===== config.mk =====
export PLATFORM = sky130hd
export DESIGN_NAME = cpu_top
export DESIGN_NICKNAME = d
export VERILOG_FILES = /design/src/verilog/cpu_pkg.sv /design/src/verilog/regfile.sv /design/src/verilog/fetch_stage.sv /design/src/verilog/decode_stage.sv /design/src/verilog/execute_stage.sv /design/src/verilog/cpu_top.sv
export VERILOG_INCLUDE_DIRS = /design/src /design/src/verilog
export SDC_FILE = /design/constraint.sdc
export NUM_CORES = 2
export LEC_CHECK = 0
export BUFFER_PORTS_ARGS = -buffer_cell sky130_fd_sc_hd__buf_4
export CAP_MARGIN = 20
export CORE_UTILIZATION = 30
export DETAILED_ROUTE_END_ITERATION = 6
export GPL_TIMING_DRIVEN = 1
export SLEW_MARGIN = 20
export SYNTH_ARGS = -nofsm -noshare
export SYNTH_HDL_FRONTEND = slang
export SYNTH_SLANG_ARGS = --single-unit

===== constraint.sdc =====
create_clock -name clk -period 3.3 [get_ports clk]
set_input_delay 0 -clock clk [delete_from_list [all_inputs] [get_ports clk]]
set_output_delay 0 -clock clk [all_outputs]
set_load 0.02 [all_outputs]

===== src/verilog/cpu_config.svh =====
`ifndef CPU_CONFIG_SVH
`define CPU_CONFIG_SVH

`define CPU_XLEN      32
`define CPU_NREGS     32
`define CPU_RESET_PC  32'h1c000000

// major opcode of the 3R format in inst[31:15]
`define CPU_OP3R_ADD   17'h00020
`define CPU_OP3R_SUB   17'h00022
`define CPU_OP3R_SLT   17'h00024
`define CPU_OP3R_SLTU  17'h00025
`define CPU_OP3R_AND   17'h00029
`define CPU_OP3R_OR    17'h0002a
`define CPU_OP3R_XOR   17'h0002b

// addi.w in inst[31:22], lu12i.w in inst[31:25]
`define CPU_OP_ADDI   10'h00a
`define CPU_OP_LU12I  7'h0a

`endif


===== src/verilog/cpu_pkg.sv =====
`include "cpu_config.svh"

package cpu_pkg;

    typedef logic [`CPU_XLEN-1:0] word_t;
    typedef logic [$clog2(`CPU_NREGS)-1:0] reg_addr_t;

    typedef enum logic [2:0] {
        ALU_ADD,
        ALU_SUB,
        ALU_SLT,
        ALU_SLTU,
        ALU_AND,
        ALU_OR,
        ALU_XOR,
        ALU_LUI
    } alu_op_t;

    // decode -> execute
    typedef struct packed {
        word_t     pc;
        alu_op_t   alu_op;
        word_t     a;
        word_t     b;
        reg_addr_t rd;
        logic      we;
    } ex_payload_t;

    // execute -> regfile, forwarding and debug port
    typedef struct packed {
        word_t     pc;
        reg_addr_t rd;
        logic      we;
        word_t     result;
    } wb_payload_t;

endpackage


===== src/verilog/regfile.sv =====
`timescale 1ns/1ns
`include "cpu_config.svh"

module regfile
    import cpu_pkg::*;
(
    input  logic        clk,
    input  logic        rst_n,
    input  reg_addr_t   raddr1,
    input  reg_addr_t   raddr2,
    output word_t       rdata1,
    output word_t       rdata2,
    input  logic        wb_valid,
    input  wb_payload_t wb
);

    word_t regs [`CPU_NREGS];

    // r0 is never written and stays zero
    always_ff @(posedge clk or negedge rst_n) begin
        if (!rst_n) begin
            for (int i = 0; i < `CPU_NREGS; i++) begin
                regs[i] <= '0;
            end
        end else if (wb_valid && wb.we && (wb.rd != '0)) begin
            regs[wb.rd] <= wb.result;
        end
    end

    assign rdata1 = regs[raddr1];
    assign rdata2 = regs[raddr2];

endmodule


===== src/verilog/fetch_stage.sv =====
`timescale 1ns/1ns
`include "cpu_config.svh"

module fetch_stage
    import cpu_pkg::*;
(
    input  logic  clk,
    input  logic  rst_n,
    output logic  inst_sram_en,
    output word_t inst_sram_addr,
    input  word_t inst_sram_rdata,
    output logic  id_valid,
    output word_t id_pc,
    output word_t id_inst
);

    word_t pc;
    word_t req_pc;
    logic  req_valid;

    // requests start at the first edge after reset release
    always_ff @(posedge clk or negedge rst_n) begin
        if (!rst_n) begin
            inst_sram_en <= 1'b0;
            pc           <= `CPU_RESET_PC;
            req_valid    <= 1'b0;
            id_valid     <= 1'b0;
        end else begin
            inst_sram_en <= 1'b1;
            if (inst_sram_en) begin
                pc <= pc + word_t'(4);
            end
            req_valid <= inst_sram_en;
            id_valid  <= req_valid;
        end
    end

    assign inst_sram_addr = pc;

    // rdata belongs to the address of the previous cycle
    always_ff @(posedge clk) begin
        req_pc  <= pc;
        id_pc   <= req_pc;
        id_inst <= inst_sram_rdata;
    end

endmodule


===== src/verilog/decode_stage.sv =====
`timescale 1ns/1ns
`include "cpu_config.svh"

module decode_stage
    import cpu_pkg::*;
(
    input  logic        clk,
    input  logic        rst_n,
    input  logic        id_valid,
    input  word_t       id_pc,
    input  word_t       id_inst,
    output reg_addr_t   raddr1,
    output reg_addr_t   raddr2,
    input  word_t       rdata1,
    input  word_t       rdata2,
    input  logic        ex_fwd_valid,
    input  wb_payload_t ex_fwd,
    input  logic        wb_valid,
    input  wb_payload_t wb,
    output logic        ex_valid,
    output ex_payload_t ex
);

    reg_addr_t   rd;
    reg_addr_t   rj;
    reg_addr_t   rk;
    word_t       imm_si12;
    word_t       imm_lu12i;
    logic        is_addi;
    logic        is_lu12i;
    logic        op3r_hit;
    alu_op_t     op3r;
    word_t       src_j;
    word_t       src_k;
    ex_payload_t ex_next;

    // newest producer wins, then regfile
    function automatic word_t fwd_sel(
        input reg_addr_t   src,
        input word_t       rf_val,
        input logic        exv,
        input wb_payload_t exp,
        input logic        wbv,
        input wb_payload_t wbp
    );
        if (src != '0 && exv && exp.we && exp.rd == src) begin
            return exp.result;
        end
        if (src != '0 && wbv && wbp.we && wbp.rd == src) begin
            return wbp.result;
        end
        return rf_val;
    endfunction

    assign rd = id_inst[4:0];
    assign rj = id_inst[9:5];
    assign rk = id_inst[14:10];

    assign imm_si12  = {{(`CPU_XLEN-12){id_inst[21]}}, id_inst[21:10]};
    assign imm_lu12i = {id_inst[24:5], 12'b0};

    assign is_addi  = (id_inst[31:22] == `CPU_OP_ADDI);
    assign is_lu12i = (id_inst[31:25] == `CPU_OP_LU12I);

    always_comb begin
        op3r_hit = 1'b1;
        op3r     = ALU_ADD;
        case (id_inst[31:15])
            `CPU_OP3R_ADD:  op3r = ALU_ADD;
            `CPU_OP3R_SUB:  op3r = ALU_SUB;
            `CPU_OP3R_SLT:  op3r = ALU_SLT;
            `CPU_OP3R_SLTU: op3r = ALU_SLTU;
            `CPU_OP3R_AND:  op3r = ALU_AND;
            `CPU_OP3R_OR:   op3r = ALU_OR;
            `CPU_OP3R_XOR:  op3r = ALU_XOR;
            default:        op3r_hit = 1'b0;
        endcase
    end

    assign raddr1 = rj;
    assign raddr2 = rk;

    assign src_j = fwd_sel(rj, rdata1, ex_fwd_valid, ex_fwd, wb_valid, wb);
    assign src_k = fwd_sel(rk, rdata2, ex_fwd_valid, ex_fwd, wb_valid, wb);

    // unknown encodings keep we low and retire as bubbles
    always_comb begin
        ex_next.pc     = id_pc;
        ex_next.rd     = rd;
        ex_next.alu_op = op3r;
        ex_next.a      = src_j;
        ex_next.b      = src_k;
        ex_next.we     = op3r_hit;
        if (is_addi) begin
            ex_next.alu_op = ALU_ADD;
            ex_next.b      = imm_si12;
            ex_next.we     = 1'b1;
        end else if (is_lu12i) begin
            ex_next.alu_op = ALU_LUI;
            ex_next.b      = imm_lu12i;
            ex_next.we     = 1'b1;
        end
    end

    always_ff @(posedge clk or negedge rst_n) begin
        if (!rst_n) begin
            ex_valid <= 1'b0;
        end else begin
            ex_valid <= id_valid;
        end
    end

    always_ff @(posedge clk) begin
        ex <= ex_next;
    end

endmodule


===== src/verilog/execute_stage.sv =====
`timescale 1ns/1ns
`include "cpu_config.svh"

module execute_stage
    import cpu_pkg::*;
(
    input  logic        clk,
    input  logic        rst_n,
    input  logic        ex_valid,
    input  ex_payload_t ex,
    output logic        ex_fwd_valid,
    output wb_payload_t ex_fwd,
    output logic        wb_valid,
    output wb_payload_t wb
);

    word_t alu_result;
    logic  lt_signed;
    logic  lt_unsigned;

    assign lt_signed   = $signed(ex.a) < $signed(ex.b);
    assign lt_unsigned = ex.a < ex.b;

    always_comb begin
        case (ex.alu_op)
            ALU_ADD:  alu_result = ex.a + ex.b;
            ALU_SUB:  alu_result = ex.a - ex.b;
            ALU_SLT:  alu_result = {{(`CPU_XLEN-1){1'b0}}, lt_signed};
            ALU_SLTU: alu_result = {{(`CPU_XLEN-1){1'b0}}, lt_unsigned};
            ALU_AND:  alu_result = ex.a & ex.b;
            ALU_OR:   alu_result = ex.a | ex.b;
            ALU_XOR:  alu_result = ex.a ^ ex.b;
            // immediate already shifted in decode
            ALU_LUI:  alu_result = ex.b;
        endcase
    end

    // unregistered result back to decode
    assign ex_fwd_valid = ex_valid;

    always_comb begin
        ex_fwd.pc     = ex.pc;
        ex_fwd.rd     = ex.rd;
        ex_fwd.we     = ex.we;
        ex_fwd.result = alu_result;
    end

    always_ff @(posedge clk or negedge rst_n) begin
        if (!rst_n) begin
            wb_valid <= 1'b0;
        end else begin
            wb_valid <= ex_valid;
        end
    end

    always_ff @(posedge clk) begin
        wb <= ex_fwd;
    end

endmodule


===== src/verilog/cpu_top.sv =====
`timescale 1ns/1ns

module cpu_top
    import cpu_pkg::*;
(
    input  logic      clk,
    input  logic      rst_n,
    output logic      inst_sram_en,
    output word_t     inst_sram_addr,
    input  word_t     inst_sram_rdata,
    output word_t     debug_wb_pc,
    output logic [3:0] debug_wb_rf_we,
    output reg_addr_t debug_wb_rf_wnum,
    output word_t     debug_wb_rf_wdata
);

    logic        id_valid;
    word_t       id_pc;
    word_t       id_inst;
    reg_addr_t   rf_raddr1;
    reg_addr_t   rf_raddr2;
    word_t       rf_rdata1;
    word_t       rf_rdata2;
    logic        ex_valid;
    ex_payload_t ex;
    logic        ex_fwd_valid;
    wb_payload_t ex_fwd;
    logic        wb_valid;
    wb_payload_t wb;

    fetch_stage i_fetch (
        .clk             (clk),
        .rst_n           (rst_n),
        .inst_sram_en    (inst_sram_en),
        .inst_sram_addr  (inst_sram_addr),
        .inst_sram_rdata (inst_sram_rdata),
        .id_valid        (id_valid),
        .id_pc           (id_pc),
        .id_inst         (id_inst)
    );

    decode_stage i_decode (
        .clk          (clk),
        .rst_n        (rst_n),
        .id_valid     (id_valid),
        .id_pc        (id_pc),
        .id_inst      (id_inst),
        .raddr1       (rf_raddr1),
        .raddr2       (rf_raddr2),
        .rdata1       (rf_rdata1),
        .rdata2       (rf_rdata2),
        .ex_fwd_valid (ex_fwd_valid),
        .ex_fwd       (ex_fwd),
        .wb_valid     (wb_valid),
        .wb           (wb),
        .ex_valid     (ex_valid),
        .ex           (ex)
    );

    regfile i_regfile (
        .clk      (clk),
        .rst_n    (rst_n),
        .raddr1   (rf_raddr1),
        .raddr2   (rf_raddr2),
        .rdata1   (rf_rdata1),
        .rdata2   (rf_rdata2),
        .wb_valid (wb_valid),
        .wb       (wb)
    );

    execute_stage i_execute (
        .clk          (clk),
        .rst_n        (rst_n),
        .ex_valid     (ex_valid),
        .ex           (ex),
        .ex_fwd_valid (ex_fwd_valid),
        .ex_fwd       (ex_fwd),
        .wb_valid     (wb_valid),
        .wb           (wb)
    );

    // debug port shows the retiring instruction
    assign debug_wb_pc       = wb.pc;
    assign debug_wb_rf_we    = {4{wb_valid && wb.we && (wb.rd != '0)}};
    assign debug_wb_rf_wnum  = wb.rd;
    assign debug_wb_rf_wdata = wb.result;

endmodule


Word level (Yosys, flattened, before mapping). Cells that the tools add are included.

$add $sub $neg: 3. Order comparisons: 6. Equal/unequal tests: 20. Muxes and demuxes: 29. Bitwise logic cells: 6. Reduce and logical (&&, ||, !) cells: 21.

Operators with widths (count): $bwmux W1024 (1); $mux W32 (15); $bmux W32 S5 (2); $pmux W32 S8 (1); $demux W32 S5 (1); $eq A17 B6 Y1 const B (7); $lt A32 B32 Y1 (2); $add A32 B3 Y32 const B (1); $add A32 B32 Y32 (1); $and A32 B32 Y32 (1); $or A32 B32 Y32 (1); $sub A32 B32 Y32 (1); $xor A32 B32 Y32 (1); $eq A5 B5 Y1 (4); $ge A6 B6 Y1 const B (3); $not A5 Y6 (3); $pmux W3 S6 (1); $logic_and A1 B1 Y1 (15); $reduce_bool A5 Y1 (3); $eq A3 B3 Y1 const B (4); $eq A10 B4 Y1 const B (1); $eq A7 B4 Y1 const B (1); $mux W1 (7); $reduce_or A7 Y1 (1); other kinds (6) (7).

Flip-flop bits (word level): 1332. Output and inout bits: 106. Logic and storage cells: 136.

Logic depth before layout (Yosys ltp).
Depth in word-level cells: 10. Gate-level depth with buffers: 13. Mapped depth without buffers: 13.

Modules after synthesis. A second synthesis with hierarchy kept.

Cell total of the unflattened synthesis: 6244. Area, all modules: 70680.3 um2.

By module, submodules not included: regfile (instances 1, cells an instance 4614, area an instance 55504.5 um2); execute_stage (instances 1, cells an instance 939, area an instance 7280.7 um2); decode_stage (instances 1, cells an instance 469, area an instance 4508.1 um2); fetch_stage (instances 1, cells an instance 217, area an instance 3348.2 um2); cpu_top (instances 1, cells an instance 5, area an instance 38.8 um2).

Worst setup path before layout. Ideal clock, no wire load.

Path kind: flip-flop to flip-flop. Start point: register, netlist name i_decode.ex[6]. End point: register, netlist name i_decode.ex[30]. Setup time: 124 ps. Arrival: 2869 ps. Required time: 3176 ps. Path slack: 307 ps. Stages on the path, launching flop included: 12. Period minus slack after synthesis: 2993 ps. Cell sequence: dfxtp_1 ha_1 fa_1 a211oi_1 o21ai_1 o211a_1 or2_4 a311o_4 a2111oi_4 a211oi_2 mux2i_1 o21ai_1.

==> results.cfg <==
[sta]
setup_viol = 0
slew_headroom_pct = 36.7
rsz0062_at_grt = true
fin_crit_ns = 3.26
postLayoutSetupSlackWorst_ns = 0.0404
min_period_over_period_pct = 98.8
final_hold_viol_count = 0
drv_slew = 0
finalClockSkew_ns = 0.0634
hold_slack_ns = 0.319
fmax_ghz = 0.307
tightestPinTransition_ns = 0.949

[synth]
ys_warn_count = 0
synthArstFlopShare_pct = 80.1
synth-edff-count = 0
synth_ff_type = dfrtp_1
synthMuxAreaShare_pct = 39.0
synth_seq_cells = 1322
synth_top_family_by_area = multiplexers
syn-mean-instance-area_sq_um = 14.1
yosys.area_share.simple_pct = 3.18
synth_compound_area_share_pct = 4.52
synthXorXnorAreaFrac_pct = 0.781
ys_seq_area_share_pct = 46.4
synth.distinct_cells = 75
syn_area_sq_um = 68400
netlist_instances = 4840
synth_adder_area_share_pct = 1.83

[grt]
overflow = 0
grtUsageTotal_pct = 19.0
grt_max_degree = 143
grt_pass1_wl_um = 324000
grt_pass1_vias = 46300
antenna_found_initial = 7

[power]
p_leak_nw = 36.0
finalPower_w = 0.0364
power_density_nw_per_um2 = 451
ir_drop_uv = 505

[final_layout]
layout-drive-gt1-share_pct = 48.4
fin_nets = 5132
fillers = 21400
regArea_sq_um = 31800
area_delta_synth_final_pct = 18.1
layoutNonFillerInstCount = 8121
multi_input_area_sq_um = 34200
final_core_util_pct = 35.8

[placed_design]
dp_hpwl_um = 139000
place_inst = 7769
globalplace.congestion = 0.920
port_buffers = 135
post-place-ws_ns = -0.0915

[clock_tree]
path_clk_slew_ns = 0.06
htree_levels = 4
cts_buffers = 153
cts_tree = built
clkSinkCount = 1322
root_buffer = clkbuf_16
worstSkewPairLatency_ns = 0.82
cts_buffer_depth = 3

[floorplanning]
die_h_um = 480
die_x_um = 480
io_pins = 140
fp-row-count = 174
start_util_pct = 30.3
core_area_sq_um = 226000
dieArea_sq_um = 230000

[setup_path]
cp_max_fo = 3
critPathLaunch = i_decode.ex[21]$_DFF_P_
cp.required_ns = 3.98
cp_cell_sequence = inv_1 -> ha_1 -> or4_4 -> or3_1 -> a211oi_4 -> o311a_4 -> o211ai_1 -> a21oi_1 -> mux2i_1 -> nor3_2 -> o21ai_1
r2r_start = i_decode.ex[21]$_DFF_P_
arrival_ns = 3.94
cp-start-kind = register
critPathKind = reg2reg
endpoint_kind = register
slowest_stage = or4_4
slowest_delay_ns = 0.56

[detailed_routing]
vias = 44300
initialDrtViolationCount = 3981
ant_nets = 0
wirelength_um = 218000
routedWlPerCell_um = 26.9
dr.pass1.iters = 5
vias_per_cell = 5.45
drc = 0

[hold_path]
min_from = i_fetch.req_pc[20]$_DFF_P_
hp-class = reg2reg

[job]
max-cap-violations = 0

[outcome]
run_status = completed
## where the power goes
| group | leakage, nW | internal (W) | switching (W) | total (W) |
|---|---|---|---|---|
| Clock | 2.60 | 0.0105 | 0.00728 | 0.0178 |
| Sequential | 16.9 | 0.0164 | 0.000206 | 0.0166 |
| Combinational | 16.4 | 0.000801 | 0.00123 | 0.00204 |
| Total | 36.0 | 0.0277 | 0.00872 | 0.0364 |
## path summary, 6_finish.rpt
| path | cells after the start | to | slack [ns] |
|---|---|---|---|
| setup / recovery | 11 | i_decode.ex[68]$_DFF_P_ | 0.04 |
| hold reg to reg | 0 | i_fetch.id_pc[20]$_DFF_P_ | 0.32 |
| hold / removal | 0 | i_fetch.id_pc[20]$_DFF_P_ | 0.32 |
| max in group asynchronous | 4 | i_regfile.regs[837]$_DFFE_PN0P_ | 1.88 |
| min in group asynchronous | 4 | i_regfile.regs[706]$_DFFE_PN0P_ | 0.55 |
| setup reg to reg | 11 | i_decode.ex[68]$_DFF_P_ | 0.04 |
## metrics by stage
step | setup TNS [ns] | area (sq um)
global route | -0.131 | 80800
finish | 0 | 80800
CTS | -0.0214 | 80700
floorplan | 0 | 68500
detailed placement | -0.500 | 74600
global placement | -0.185 | 74600
## state kept, by name, summed over array words and instances (netlist names), 30 cells and up
name and flops:
i_fetch.req_pc 30, i_execute.wb 68, i_fetch.inst_sram_addr 30, i_fetch.id_inst 32, i_decode.ex 103, i_fetch.id_pc 30, i_regfile.regs 1024
## what timing repair did
item	4_1_cts	5_1_grt
pin swaps	4	11
endpoints found under the setup margin	19	30
hold endpoints to repair	1091	0
buffers inserted	0	1
hold buffers	67	0
gates resized for setup	11	29
## placed cells by master (no fill, tap or decap), drive strengths merged, types with 14 or more instances in the layout
cell type	synthesis	final
a31oi	17	17
o21ai	121	121
mux4	653	653
a21o	14	14
clkbuf	348	231
nand2b	17	17
nor2	145	145
nand2	150	150
buf	197	480
xnor2	47	47
nand4	15	15
mux2	998	998
nor3	33	33
inv	133	141
dfxtp	263	263
xor2	14	14
dlygate4sd3	0	66
ha	97	97
o211ai	44	44
nor2b	23	23
dfrtp	1056	1056
nand3	33	33
a21oi	126	126
mux2i	77	77
a211oi	34	34
clkinv	0	29
## layer usage
layer | vias up | track usage (%) | share of wire (%)
met5 | - | 0 | 0
met4 | 0 | 7.32 | 4.1
met3 | 425 | 3.15 | 6.5
met2 | 1650 | 30.8 | 47
met1 | 23700 | 25.4 | 42
li1 | 18500 | - | -
## cells by family after synthesis
group	Yosys count
AO/OA/AOI/OAI	477
multiplexers	1728
other	2
XOR/XNOR	61
adder cells (fa/ha/maj)	99
buffers and inverters	678
AND/OR/NAND/NOR	473
flip-flops	1322
## synthesized netlist by cell type (4+ instances only)
master    number  area, sq um
dfrtp_1     1056        26400
mux2_2       998        11200
mux4_2       653        14700
clkbuf_1     348         1310
dfxtp_1      263         5270
nand2_1      150          563
nor2_1       145          544
inv_1        132          495
a21oi_1      126          631
o21ai_0      118          591
ha_1          97         1210
buf_4         77          578
mux2i_1       77          771
buf_1         74          278
xnor2_1       47          412
buf_2         46          230
o211ai_1      42          315
nand3_1       33          165
a211oi_1      32          240
nor3_1        31          155
nor2b_1       23          144
a31oi_1       17          106
nand2b_1      17          106
nand4_1       15         93.8
a21o_1        14          105
xor2_1        14          123
o221ai_1      13          114
o31ai_1       13         97.6
a22oi_1       12         90.1
nor4_1        11         68.8
o21bai_1      10         75.1
o22ai_1       10         62.6
and3_1         9         56.3
and2_1         8         50.1
or4_1          8         60.1
o21a_1         7         52.6
o211a_1        6         60.1
or2_2          6         37.5
or3_1          6         37.5
a221oi_1       5         43.8
a22o_1         4         35.0
a31o_2         4         35.0
and4_1         4         35.0
o31a_1         4         35.0
## layout make-up
class | count | area share [%]
clock inverter | 52 | 0.946
inverter | 133 | 0.618
multi-input combinational | 2843 | 42.4
timing repair buffer | 546 | 6.43
antenna | 2 | 0.00619
clock buffer | 231 | 5.63
tap | 2992 | 4.63
sequential | 1322 | 39.4
## worst max-delay path, delay by kind of cell, from the launching register on
family | cells | cell delay [ns]
flops | 1 | 0.34
fa+ha+maj | 1 | 0.32
simple gates | 3 | 1.21
compound gates | 5 | 1.07
mux | 1 | 0.13
buf+inv | 1 | 0.06
(Power assumes the default switching activity.)
